`config.mk`:
```
export PLATFORM = sky130hd
export DESIGN_NAME = osd_overlay_top
export DESIGN_NICKNAME = d
export VERILOG_FILES = /design/src/osd_cmd_pkg.sv /design/src/osd_video_pkg.sv /design/src/osd_char_buffer.sv /design/src/osd_cmd_decoder.sv /design/src/osd_overlay_top.sv /design/src/osd_renderer.sv /design/src/osd_video_mixer.sv
export SDC_FILE = /design/constraint.sdc
export NUM_CORES = 2
export LEC_CHECK = 0
export ABC_AREA = 1
export BUFFER_PORTS_ARGS = -buffer_cell sky130_fd_sc_hd__buf_4
export CAP_MARGIN = 20
export CORE_ASPECT_RATIO = 1.4
export CORE_UTILIZATION = 57
export DETAILED_ROUTE_END_ITERATION = 7
export GPL_ROUTABILITY_DRIVEN = 0
export PLACE_DENSITY = 0.72
export SKIP_CTS_REPAIR_TIMING = 1
export SKIP_LAST_GASP = 1
export SLEW_MARGIN = 20
export SYNTH_ARGS = -nofsm -noshare
export SYNTH_HDL_FRONTEND = slang
export SYNTH_SLANG_ARGS = --single-unit
```
`constraint.sdc`:
```
create_clock -name clk_video -period 8 [get_ports clk_video]
set_clock_uncertainty 0.05 [all_clocks]
set_input_delay 1.6 -clock clk_video [delete_from_list [all_inputs] [get_ports clk_video]]
set_output_delay 1.6 -clock clk_video [all_outputs]
set_load 0.05 [all_outputs]
```
`src/osd_cmd_pkg.sv`:
```
`default_nettype none

package osd_cmd_pkg;

    // ==========================================================
    // Byte stream and character buffer types
    // ==========================================================

    // One command or data byte from the host stream
    typedef logic [7:0] byte_t;

    // Buffer address is {line, column}
    typedef logic [8:0] buf_addr_t;
    typedef logic [3:0] line_t;
    typedef logic [4:0] col_t;

    // Single write into the character buffer
    typedef struct packed {
        logic      en;
        buf_addr_t addr;
        byte_t     data;
    } buf_wr_t;

    // Words assembled from the host for the core
    typedef struct packed {
        logic [31:0] status;
        logic [15:0] joystick_0;
        logic [15:0] joystick_1;
    } ctrl_regs_t;

    // ==========================================================
    // Command codes
    // ==========================================================
    localparam byte_t CMD_OSD_DISABLE    = 8'h40;
    localparam byte_t CMD_OSD_ENABLE     = 8'h41;
    // Low nibble carries the line number
    localparam byte_t CMD_OSD_WRITE_BASE = 8'h20;
    localparam byte_t CMD_JOYSTICK_0     = 8'h02;
    localparam byte_t CMD_JOYSTICK_1     = 8'h03;
    localparam byte_t CMD_STATUS         = 8'h1E;

    // Decoder states, one step per accepted byte
    typedef enum logic [3:0] {
        ST_IDLE,
        ST_OSD_DATA,
        ST_JOY0_LO,
        ST_JOY0_HI,
        ST_JOY1_LO,
        ST_JOY1_HI,
        ST_STATUS_0,
        ST_STATUS_1,
        ST_STATUS_2,
        ST_STATUS_3
    } cmd_state_e;

endpackage

`default_nettype wire

```
`src/osd_video_pkg.sv`:
```
`default_nettype none

package osd_video_pkg;

    // ==========================================================
    // Pixel and colour types
    // ==========================================================

    // Screen coordinate, wide enough for 4K timings
    typedef logic [11:0] coord_t;

    // 8 bits per channel, red on top, blue at the bottom
    typedef logic [23:0] rgb_t;

    // Foreground colour code
    // bit 2 red, bit 1 green, bit 0 blue
    typedef logic [2:0] osd_color_t;

    // Pixel with its timing strobes
    typedef struct packed {
        rgb_t rgb;
        logic de;
        logic hs;
        logic vs;
    } video_bus_t;

    // ==========================================================
    // OSD window geometry
    // ==========================================================

    // Window size in pixels
    localparam coord_t OSD_WIDTH  = 12'd256;
    localparam coord_t OSD_HEIGHT = 12'd128;

    // One buffer byte spans this many pixels across
    localparam coord_t CHAR_COL_PIXELS = 12'd8;

    // Rows per text line, one per bit of a buffer byte
    localparam coord_t LINE_ROWS = 12'd8;

    // 256 / 8 = 32 columns, 128 / 8 = 16 lines
    // which fills the 512-byte buffer exactly

endpackage

`default_nettype wire

```
`src/osd_char_buffer.sv`:
```
`default_nettype none

module osd_char_buffer (
    input  wire                        clk_video,
    input  wire osd_cmd_pkg::buf_wr_t  wr,
    input  wire osd_cmd_pkg::buf_addr_t rd_addr,
    output osd_cmd_pkg::byte_t         rd_data
);

    // One entry per address, 16 lines of 32 columns
    localparam int DEPTH = 2 ** $bits(osd_cmd_pkg::buf_addr_t);

    osd_cmd_pkg::byte_t mem [DEPTH];

    // Write side, fed by the command decoder
    always_ff @(posedge clk_video) begin
        if (wr.en) begin
            mem[wr.addr] <= wr.data;
        end
    end

    // Read side for the renderer
    // data comes back the cycle after the address
    always_ff @(posedge clk_video) begin
        rd_data <= mem[rd_addr];
    end

endmodule

`default_nettype wire

```
`src/osd_cmd_decoder.sv`:
```
`default_nettype none

module osd_cmd_decoder (
    input  wire                      clk_video,
    input  wire                      rst_n,
    input  wire osd_cmd_pkg::byte_t  cmd_byte,
    input  wire                      cmd_valid,
    input  wire                      cmd_cs_n,
    output osd_cmd_pkg::buf_wr_t     buf_wr,
    output logic                     osd_enable,
    output osd_cmd_pkg::ctrl_regs_t  ctrl
);

    osd_cmd_pkg::cmd_state_e state;
    osd_cmd_pkg::line_t      line_num;
    osd_cmd_pkg::col_t       char_cnt;

    // Byte counts only inside a frame
    logic byte_take;
    // Any byte 0x20..0x2F selects a line write
    logic is_line_write;

    assign byte_take     = cmd_valid && !cmd_cs_n;
    assign is_line_write = (cmd_byte & 8'hF0) == osd_cmd_pkg::CMD_OSD_WRITE_BASE;

    // ==========================================================
    // Command FSM
    // ==========================================================
    always_ff @(posedge clk_video or negedge rst_n) begin
        if (!rst_n) begin
            state      <= osd_cmd_pkg::ST_IDLE;
            line_num   <= '0;
            char_cnt   <= '0;
            buf_wr     <= '0;
            osd_enable <= 1'b0;
            ctrl       <= '0;
        end else begin
            // Write strobe lasts one cycle
            buf_wr.en <= 1'b0;

            if (byte_take) begin
                unique case (state)
                    osd_cmd_pkg::ST_IDLE: begin
                        unique case (cmd_byte)
                            osd_cmd_pkg::CMD_OSD_DISABLE: osd_enable <= 1'b0;
                            osd_cmd_pkg::CMD_OSD_ENABLE:  osd_enable <= 1'b1;
                            osd_cmd_pkg::CMD_JOYSTICK_0:  state <= osd_cmd_pkg::ST_JOY0_LO;
                            osd_cmd_pkg::CMD_JOYSTICK_1:  state <= osd_cmd_pkg::ST_JOY1_LO;
                            osd_cmd_pkg::CMD_STATUS:      state <= osd_cmd_pkg::ST_STATUS_0;
                            default: begin
                                // Unknown codes leave the decoder in idle
                                if (is_line_write) begin
                                    line_num <= cmd_byte[3:0];
                                    char_cnt <= '0;
                                    state    <= osd_cmd_pkg::ST_OSD_DATA;
                                end
                            end
                        endcase
                    end

                    osd_cmd_pkg::ST_OSD_DATA: begin
                        buf_wr.en   <= 1'b1;
                        buf_wr.addr <= {line_num, char_cnt};
                        buf_wr.data <= cmd_byte;
                        // Column counter wraps back to 0 after 31
                        char_cnt    <= char_cnt + 1'b1;
                        if (char_cnt == '1) begin
                            state <= osd_cmd_pkg::ST_IDLE;
                        end
                    end

                    // Joystick words, low byte first
                    osd_cmd_pkg::ST_JOY0_LO: begin
                        ctrl.joystick_0[7:0] <= cmd_byte;
                        state <= osd_cmd_pkg::ST_JOY0_HI;
                    end
                    osd_cmd_pkg::ST_JOY0_HI: begin
                        ctrl.joystick_0[15:8] <= cmd_byte;
                        state <= osd_cmd_pkg::ST_IDLE;
                    end
                    osd_cmd_pkg::ST_JOY1_LO: begin
                        ctrl.joystick_1[7:0] <= cmd_byte;
                        state <= osd_cmd_pkg::ST_JOY1_HI;
                    end
                    osd_cmd_pkg::ST_JOY1_HI: begin
                        ctrl.joystick_1[15:8] <= cmd_byte;
                        state <= osd_cmd_pkg::ST_IDLE;
                    end

                    // Status word, four bytes, LSB first
                    osd_cmd_pkg::ST_STATUS_0: begin
                        ctrl.status[7:0] <= cmd_byte;
                        state <= osd_cmd_pkg::ST_STATUS_1;
                    end
                    osd_cmd_pkg::ST_STATUS_1: begin
                        ctrl.status[15:8] <= cmd_byte;
                        state <= osd_cmd_pkg::ST_STATUS_2;
                    end
                    osd_cmd_pkg::ST_STATUS_2: begin
                        ctrl.status[23:16] <= cmd_byte;
                        state <= osd_cmd_pkg::ST_STATUS_3;
                    end
                    osd_cmd_pkg::ST_STATUS_3: begin
                        ctrl.status[31:24] <= cmd_byte;
                        state <= osd_cmd_pkg::ST_IDLE;
                    end

                    default: state <= osd_cmd_pkg::ST_IDLE;
                endcase
            end

            // End of frame drops any half-finished sequence
            if (cmd_cs_n) begin
                state <= osd_cmd_pkg::ST_IDLE;
            end
        end
    end

endmodule

`default_nettype wire

```
`src/osd_overlay_top.sv`:
```
`default_nettype none

module osd_overlay_top #(
    parameter osd_video_pkg::osd_color_t OSD_COLOR    = 3'd4,
    parameter osd_video_pkg::coord_t     OSD_X_OFFSET = 12'd384,
    parameter osd_video_pkg::coord_t     OSD_Y_OFFSET = 12'd320
) (
    input  wire                             clk_video,
    input  wire                             rst_n,
    // Framed host byte stream
    input  wire osd_cmd_pkg::byte_t         cmd_byte,
    input  wire                             cmd_valid,
    input  wire                             cmd_cs_n,
    // Video from the core
    input  wire osd_video_pkg::video_bus_t  video_in,
    input  wire osd_video_pkg::coord_t      pixel_x,
    input  wire osd_video_pkg::coord_t      pixel_y,
    // Video with overlay, three cycles later
    output osd_video_pkg::video_bus_t       video_out,
    output osd_cmd_pkg::ctrl_regs_t         ctrl
);

    osd_cmd_pkg::buf_wr_t   buf_wr;
    osd_cmd_pkg::buf_addr_t rd_addr;
    osd_cmd_pkg::byte_t     rd_data;
    logic                   osd_enable;
    logic                   osd_visible;
    logic                   osd_pixel;

    // ==========================================================
    // Command path
    // ==========================================================
    osd_cmd_decoder u_cmd_decoder (
        .clk_video  (clk_video),
        .rst_n      (rst_n),
        .cmd_byte   (cmd_byte),
        .cmd_valid  (cmd_valid),
        .cmd_cs_n   (cmd_cs_n),
        .buf_wr     (buf_wr),
        .osd_enable (osd_enable),
        .ctrl       (ctrl)
    );

    osd_char_buffer u_char_buffer (
        .clk_video (clk_video),
        .wr        (buf_wr),
        .rd_addr   (rd_addr),
        .rd_data   (rd_data)
    );

    // ==========================================================
    // Video path
    // ==========================================================
    osd_renderer #(
        .OSD_X_OFFSET (OSD_X_OFFSET),
        .OSD_Y_OFFSET (OSD_Y_OFFSET)
    ) u_renderer (
        .clk_video   (clk_video),
        .rst_n       (rst_n),
        .pixel_x     (pixel_x),
        .pixel_y     (pixel_y),
        .osd_enable  (osd_enable),
        .rd_addr     (rd_addr),
        .rd_data     (rd_data),
        .osd_visible (osd_visible),
        .osd_pixel   (osd_pixel)
    );

    osd_video_mixer #(
        .OSD_COLOR (OSD_COLOR)
    ) u_video_mixer (
        .clk_video   (clk_video),
        .rst_n       (rst_n),
        .video_in    (video_in),
        .osd_visible (osd_visible),
        .osd_pixel   (osd_pixel),
        .video_out   (video_out)
    );

endmodule

`default_nettype wire

```
`src/osd_renderer.sv`:
```
`default_nettype none

module osd_renderer #(
    parameter osd_video_pkg::coord_t OSD_X_OFFSET = 12'd384,
    parameter osd_video_pkg::coord_t OSD_Y_OFFSET = 12'd320
) (
    input  wire                         clk_video,
    input  wire                         rst_n,
    input  wire osd_video_pkg::coord_t  pixel_x,
    input  wire osd_video_pkg::coord_t  pixel_y,
    input  wire                         osd_enable,
    output osd_cmd_pkg::buf_addr_t      rd_addr,
    input  wire osd_cmd_pkg::byte_t     rd_data,
    output logic                        osd_visible,
    output logic                        osd_pixel
);

    // Bit index within a buffer byte
    localparam int ROW_W = $clog2(osd_video_pkg::LINE_ROWS);

    // Position relative to the window corner
    osd_video_pkg::coord_t x_rel;
    osd_video_pkg::coord_t y_rel;
    logic                  in_window;

    logic             visible_s1;
    logic             visible_s2;
    logic [ROW_W-1:0] row_s1;
    logic [ROW_W-1:0] row_s2;

    // ==========================================================
    // Stage 1 window test and buffer address
    // ==========================================================
    assign x_rel = pixel_x - OSD_X_OFFSET;
    assign y_rel = pixel_y - OSD_Y_OFFSET;

    assign in_window = (pixel_x >= OSD_X_OFFSET) && (x_rel < osd_video_pkg::OSD_WIDTH)
                    && (pixel_y >= OSD_Y_OFFSET) && (y_rel < osd_video_pkg::OSD_HEIGHT);

    // Visibility flags
    always_ff @(posedge clk_video or negedge rst_n) begin
        if (!rst_n) begin
            visible_s1 <= 1'b0;
            visible_s2 <= 1'b0;
        end else begin
            visible_s1 <= in_window && osd_enable;
            // Follows the RAM read
            visible_s2 <= visible_s1;
        end
    end

    // Address is {text line, column}
    always_ff @(posedge clk_video) begin
        rd_addr <= {osd_cmd_pkg::line_t'(y_rel / osd_video_pkg::LINE_ROWS),
                    osd_cmd_pkg::col_t'(x_rel / osd_video_pkg::CHAR_COL_PIXELS)};
        row_s1  <= ROW_W'(y_rel % osd_video_pkg::LINE_ROWS);
        row_s2  <= row_s1;
    end

    // ==========================================================
    // Stage 2 pixel bit select
    // ==========================================================
    // Bit n of the byte lights row n of the text line
    assign osd_visible = visible_s2;
    assign osd_pixel   = visible_s2 && rd_data[row_s2];

endmodule

`default_nettype wire

```
`src/osd_video_mixer.sv`:
```
`default_nettype none

module osd_video_mixer #(
    parameter osd_video_pkg::osd_color_t OSD_COLOR = 3'd4
) (
    input  wire                             clk_video,
    input  wire                             rst_n,
    input  wire osd_video_pkg::video_bus_t  video_in,
    input  wire                             osd_visible,
    input  wire                             osd_pixel,
    output osd_video_pkg::video_bus_t       video_out
);

    // Blanked bus with inactive sync, used at reset
    localparam osd_video_pkg::video_bus_t VIDEO_IDLE = '{
        rgb: '0,
        de:  1'b0,
        hs:  1'b1,
        vs:  1'b1
    };

    // Colour code spread to full channels
    localparam osd_video_pkg::rgb_t FG_RGB = {
        {8{OSD_COLOR[2]}},
        {8{OSD_COLOR[1]}},
        {8{OSD_COLOR[0]}}
    };

    osd_video_pkg::video_bus_t video_d1;
    osd_video_pkg::video_bus_t video_d2;
    osd_video_pkg::rgb_t       dim_rgb;
    osd_video_pkg::rgb_t       mixed_rgb;

    // ==========================================================
    // Delay line matching the renderer
    // ==========================================================
    always_ff @(posedge clk_video or negedge rst_n) begin
        if (!rst_n) begin
            video_d1 <= VIDEO_IDLE;
            video_d2 <= VIDEO_IDLE;
        end else begin
            video_d1 <= video_in;
            video_d2 <= video_d1;
        end
    end

    // Half brightness behind the text
    // each channel shifted right by one
    assign dim_rgb = {1'b0, video_d2.rgb[23:17],
                      1'b0, video_d2.rgb[15:9],
                      1'b0, video_d2.rgb[7:1]};

    // ==========================================================
    // Colour selection and output register
    // ==========================================================
    always_comb begin
        if (osd_visible && osd_pixel) begin
            mixed_rgb = FG_RGB;
        end else if (osd_visible) begin
            mixed_rgb = dim_rgb;
        end else begin
            // Outside the window
            mixed_rgb = video_d2.rgb;
        end
    end

    // Sync leaves together with its pixel
    always_ff @(posedge clk_video or negedge rst_n) begin
        if (!rst_n) begin
            video_out <= VIDEO_IDLE;
        end else begin
            video_out <= '{rgb: mixed_rgb, de: video_d2.de, hs: video_d2.hs, vs: video_d2.vs};
        end
    end

endmodule

`default_nettype wire

```
==> flow_metrics.py <==
metrics = {
    "run_status": {
        "outcome": "finished, final reports clean",
    },
    "synth": {
        "synthArstFlopShare_pct": 4.165,
        "yosys_register_bits": 4298,
        "synth_sequential_area_ratio_pct": 74.06,
        "synth_area_mm2": 0.1728,
        "synthTopCellsByCount": "sky130_fd_sc_hd__nand2_1 (4285), sky130_fd_sc_hd__edfxtp_1 (4096), sky130_fd_sc_hd__nand3_1 (4091)",
        "top_count_cell_post_synth": "sky130_fd_sc_hd__nand2_1",
        "postSynthNetCount": 14550,
        "synth.yosys.warnings": 0,
        "synth_top_cell_area_share_pct": 71.19,
        "synth_flop_cell": "sky130_fd_sc_hd__edfxtp_1",
        "post_synthesis_average_cell_area_um2": 11.93,
        "synth_top_area_cell": "sky130_fd_sc_hd__edfxtp_1",
        "synthTopCellsByArea": "sky130_fd_sc_hd__edfxtp_1 (71%), sky130_fd_sc_hd__nand3_1 (12%), sky130_fd_sc_hd__nand2_1 (9.3%)",
        "synth_edf_count": 4096,
        "synthDistinctLibCells": 32,
        "synthesis.instances": 14480,
    },
    "grt": {
        "first_global_vias": 105500,
        "global_route_congestion_overflow_total": 0,
        "antenna_violations_before_repair": 17,
        "grt_first_pass_wirelength_um": 647700,
        "largest_net_degree_at_the_start_of_global_routing": 200,
        "global_route.usage.total_pct": 28.22,
    },
    "timing": {
        "fin_tns_setup_ps": 0,
        "fin_hold_ws_ps": 277.1,
        "grt_setup_unrepaired": "no",
        "period_share_pct": 56.42,
        "worstMarginPinSlew_ps": 1198,
        "postLayoutSetupSlackWorst_ps": 3486,
        "final_max_slew_viol_count": 0,
        "timing.slew.headroom_pct": 20.14,
        "finalHoldViolCount": 0,
        "finalSetupViolCount": 0,
        "fmax_mhz": 221.5,
        "timing.final.crit_period_ps": 4514,
    },
    "route": {
        "detail_route.iter0.violations": 13590,
        "vias": 111200,
        "vias_per_cell": 6.029,
        "drt-pass1-iter-count": 7,
        "wire_per_inst_um": 23.72,
        "route.final.wire_length_um": 437800,
        "drtAntennaViolNets": 0,
        "post_route_drc": 0,
    },
    "setup_path": {
        "criticalPathCategory": "reg2reg",
        "cpLargestDelayFamily": "simple AND/OR/NAND/NOR gates",
        "cp.required_ps": 8810,
        "critical_path.slowest_cell": "sky130_fd_sc_hd__buf_4",
        "r2r-start": "u_renderer.rd_addr[0]",
        "timing.critical_path.slowest_cell_delay_ps": 880,
        "critPathArrivalTime_ps": 5320,
        "path_buf_inv": 2,
        "end_kind": "flop",
        "critical_path.reg2reg.endpoint": "u_char_buffer.rd_data[2]",
        "cp_max_fo": 148,
        "startpoint_type": "flop",
        "cpMostUsedCell": "sky130_fd_sc_hd__nand3_1",
        "worst_path_cell_trace": "buf_12, buf_4, nand2_1, nand3_1, nand3_1, nand3_1, nand3_1, nand3_1, nand3_1, nand3_1, nand3_1, nand2_1",
        "worst_r2r_path_cells": 12,
        "setup.reg_to_reg.worst_slack_ps": 3490,
    },
    "worst_hold_path": {
        "min_delay_path_depth": 0,
        "timing.hold.worst.start": "u_renderer.row_s1[2]",
        "min-delay-path-class": "reg2reg",
        "hold_end": "u_renderer.row_s2[2]",
    },
    "pwr": {
        "pwr_density_mw_per_mm2": 273.9,
        "ir_worst_vdd_mv": 0.3045,
        "post-layout-total-power_w": 0.05163,
        "leakagePower_nw": 66.50,
    },
    "placement": {
        "pre_cts_slack_ps": 3720,
        "detailed_place_hpwl_um": 235900,
        "post_detailed_placement_cell_area_mm2": 0.1759,
        "port-buffer-count": 150,
    },
    "clocking": {
        "clockBufferDepth": 4,
        "insertion_delay_ps": 920,
        "root_buffer": "sky130_fd_sc_hd__clkbuf_16",
        "cts-buffers-inserted": 386,
        "clk_pin_slew_worst_paths_ps": 70,
        "clock_sink_count": 4298,
        "tritoncts": "yes",
        "cts_max_level": 5,
    },
    "finish": {
        "layout-drive-gt1-share_pct": 6.423,
        "areaGrowthSynthToFinish_pct": 9.107,
        "multi_input_area_mm2": 0.03974,
        "layout.filler_cells": 22090,
        "finalInstanceArea_mm2": 0.1885,
        "nNetsFinal": 14240,
        "sequential_cell_area_mm2": 0.1280,
    },
    "floorplan": {
        "die_area_mm2": 0.3053,
        "die_w_um": 467.3,
        "io-pin-count": 154,
        "fp.dieH_um": 653.4,
        "floorplan.rows": 238,
        "floorplan.initialDensity_pct": 57.44,
        "core_area_mm2": 0.3008,
    },
    "job": {
        "max-cap-violations": 0,
    },
}
-- layout make-up --
class / instances / share of cell area [%]
antenna: 12 / 0.01593
clock buffer: 492 / 5.591
clock inverter: 205 / 1.093
inverter: 97 / 0.2184
multi-input combinational: 9081 / 21.08
sequential: 4298 / 67.90
tap: 3960 / 2.629
timing repair buffer: 307 / 1.470
-- cells in the final DEF (no fill, tap or decap), types with 4 or more instances in the layout --
cell | synthesis | final
sky130_fd_sc_hd__nand3_1 | 4091 | 4091
sky130_fd_sc_hd__inv_1 | 92 | 90
sky130_fd_sc_hd__o21ai_0 | 98 | 98
sky130_fd_sc_hd__dfrtp_4 | 0 | 8
sky130_fd_sc_hd__buf_4 | 76 | 267
sky130_fd_sc_hd__clkbuf_1 | 216 | 71
sky130_fd_sc_hd__clkinvlp_4 | 0 | 13
sky130_fd_sc_hd__clkbuf_16 | 0 | 399
sky130_fd_sc_hd__dfxtp_4 | 0 | 6
sky130_fd_sc_hd__dfstp_2 | 6 | 6
sky130_fd_sc_hd__dfxtp_1 | 23 | 16
sky130_fd_sc_hd__buf_12 | 0 | 36
sky130_fd_sc_hd__nand4_1 | 4 | 4
sky130_fd_sc_hd__nor2_1 | 540 | 538
sky130_fd_sc_hd__o211ai_1 | 10 | 10
sky130_fd_sc_hd__clkinv_2 | 0 | 66
sky130_fd_sc_hd__nor3_1 | 15 | 12
sky130_fd_sc_hd__clkinv_4 | 0 | 6
sky130_fd_sc_hd__edfxtp_1 | 4096 | 4096
sky130_fd_sc_hd__buf_6 | 13 | 4
sky130_fd_sc_hd__a21oi_1 | 6 | 6
sky130_fd_sc_hd__mux2_2 | 14 | 14
sky130_fd_sc_hd__clkbuf_8 | 0 | 20
sky130_fd_sc_hd__dfrtp_1 | 173 | 165
sky130_fd_sc_hd__nand2_4 | 0 | 15
sky130_fd_sc_hd__ha_1 | 4 | 4
sky130_fd_sc_hd__diode_2 | 0 | 12
sky130_fd_sc_hd__inv_6 | 0 | 9
sky130_fd_sc_hd__clkinv_8 | 0 | 5
sky130_fd_sc_hd__nand2_1 | 4285 | 4270
sky130_fd_sc_hd__bufinv_16 | 0 | 38
sky130_fd_sc_hd__clkinv_1 | 0 | 67
-- flip-flops by register name (all words and copies together) (netlist names), 3 cells and up --
name	count
u_video_mixer.video_d2	6
u_cmd_decoder.state	4
u_renderer.rd_addr	9
u_cmd_decoder.buf_wr	18
u_video_mixer.video_d1	27
u_char_buffer.mem	4096
u_cmd_decoder.char_cnt	5
u_cmd_decoder.ctrl	64
u_renderer.row_s1	3
u_cmd_decoder.line_num	4
u_video_mixer.video_out	27
u_video_mixer.dim_rgb	21
u_renderer.row_s2	3
u_char_buffer.rd_data	8
-- worst max path at each step --
| stage | startpoint | endpoint | slack (ps) | depth (start not counted) |
|---|---|---|---|---|
| floorplan | u_cmd_decoder.buf_wr[0] | u_char_buffer.mem[0][0] | 480 | 0 |
| global placement | u_renderer.rd_addr[0] | u_char_buffer.rd_data[2] | 3800 | 12 |
| detailed placement | u_renderer.rd_addr[0] | u_char_buffer.rd_data[2] | 3720 | 12 |
| CTS | u_renderer.rd_addr[0] | u_char_buffer.rd_data[2] | 3710 | 12 |
| global route | u_renderer.rd_addr[0] | u_char_buffer.rd_data[2] | 3380 | 12 |
| finish | u_renderer.rd_addr[0] | u_char_buffer.rd_data[2] | 3490 | 12 |
-- per-stage QoR --
stage	std cells	utilization [%]
2_1_floorplan	14480	-
3_3_place_gp	17740	58.47
3_5_place_dp	17740	58.47
4_1_cts	18440	62.66
5_1_grt	18450	62.67
6_report	18450	62.67
-- power breakdown --
part	internal, W	leakage, nW	switching (W)	total [W]
registers	0.0273	39.8	0.000360	0.0277
logic	0.000779	20.5	0.00461	0.00538
clock network	0.0105	6.16	0.00802	0.0186
-- metal layers --
metal  share of wire, %  vias to the layer above  track usage, %
li1                   -                    50670               -
met1                 37                    53630           37.14
met2                 49                     5926           46.24
met3                9.5                     1021           4.395
met4                4.9                        4           13.15
met5             0.0053                        -               0
-- logic make-up (layout without fill, tap and decap cells) --
kind of cell | count (synthesis) | after routing | synth area share (%)
buffers and inverters | 1102 | 1101 | 3.023
multiplexers | 15 | 15 | 0.09704
adder cells (fa/ha/maj) | 4 | 4 | 0.02897
other | 0 | 12 | 0
XOR/XNOR | 4 | 4 | 0.02028
AND/OR/NAND/NOR | 8940 | 8940 | 22.41
flip-flops | 4298 | 4298 | 74.06
AO/OA/AOI/OAI | 118 | 118 | 0.3636
Power figures use the tool's default switching activity.
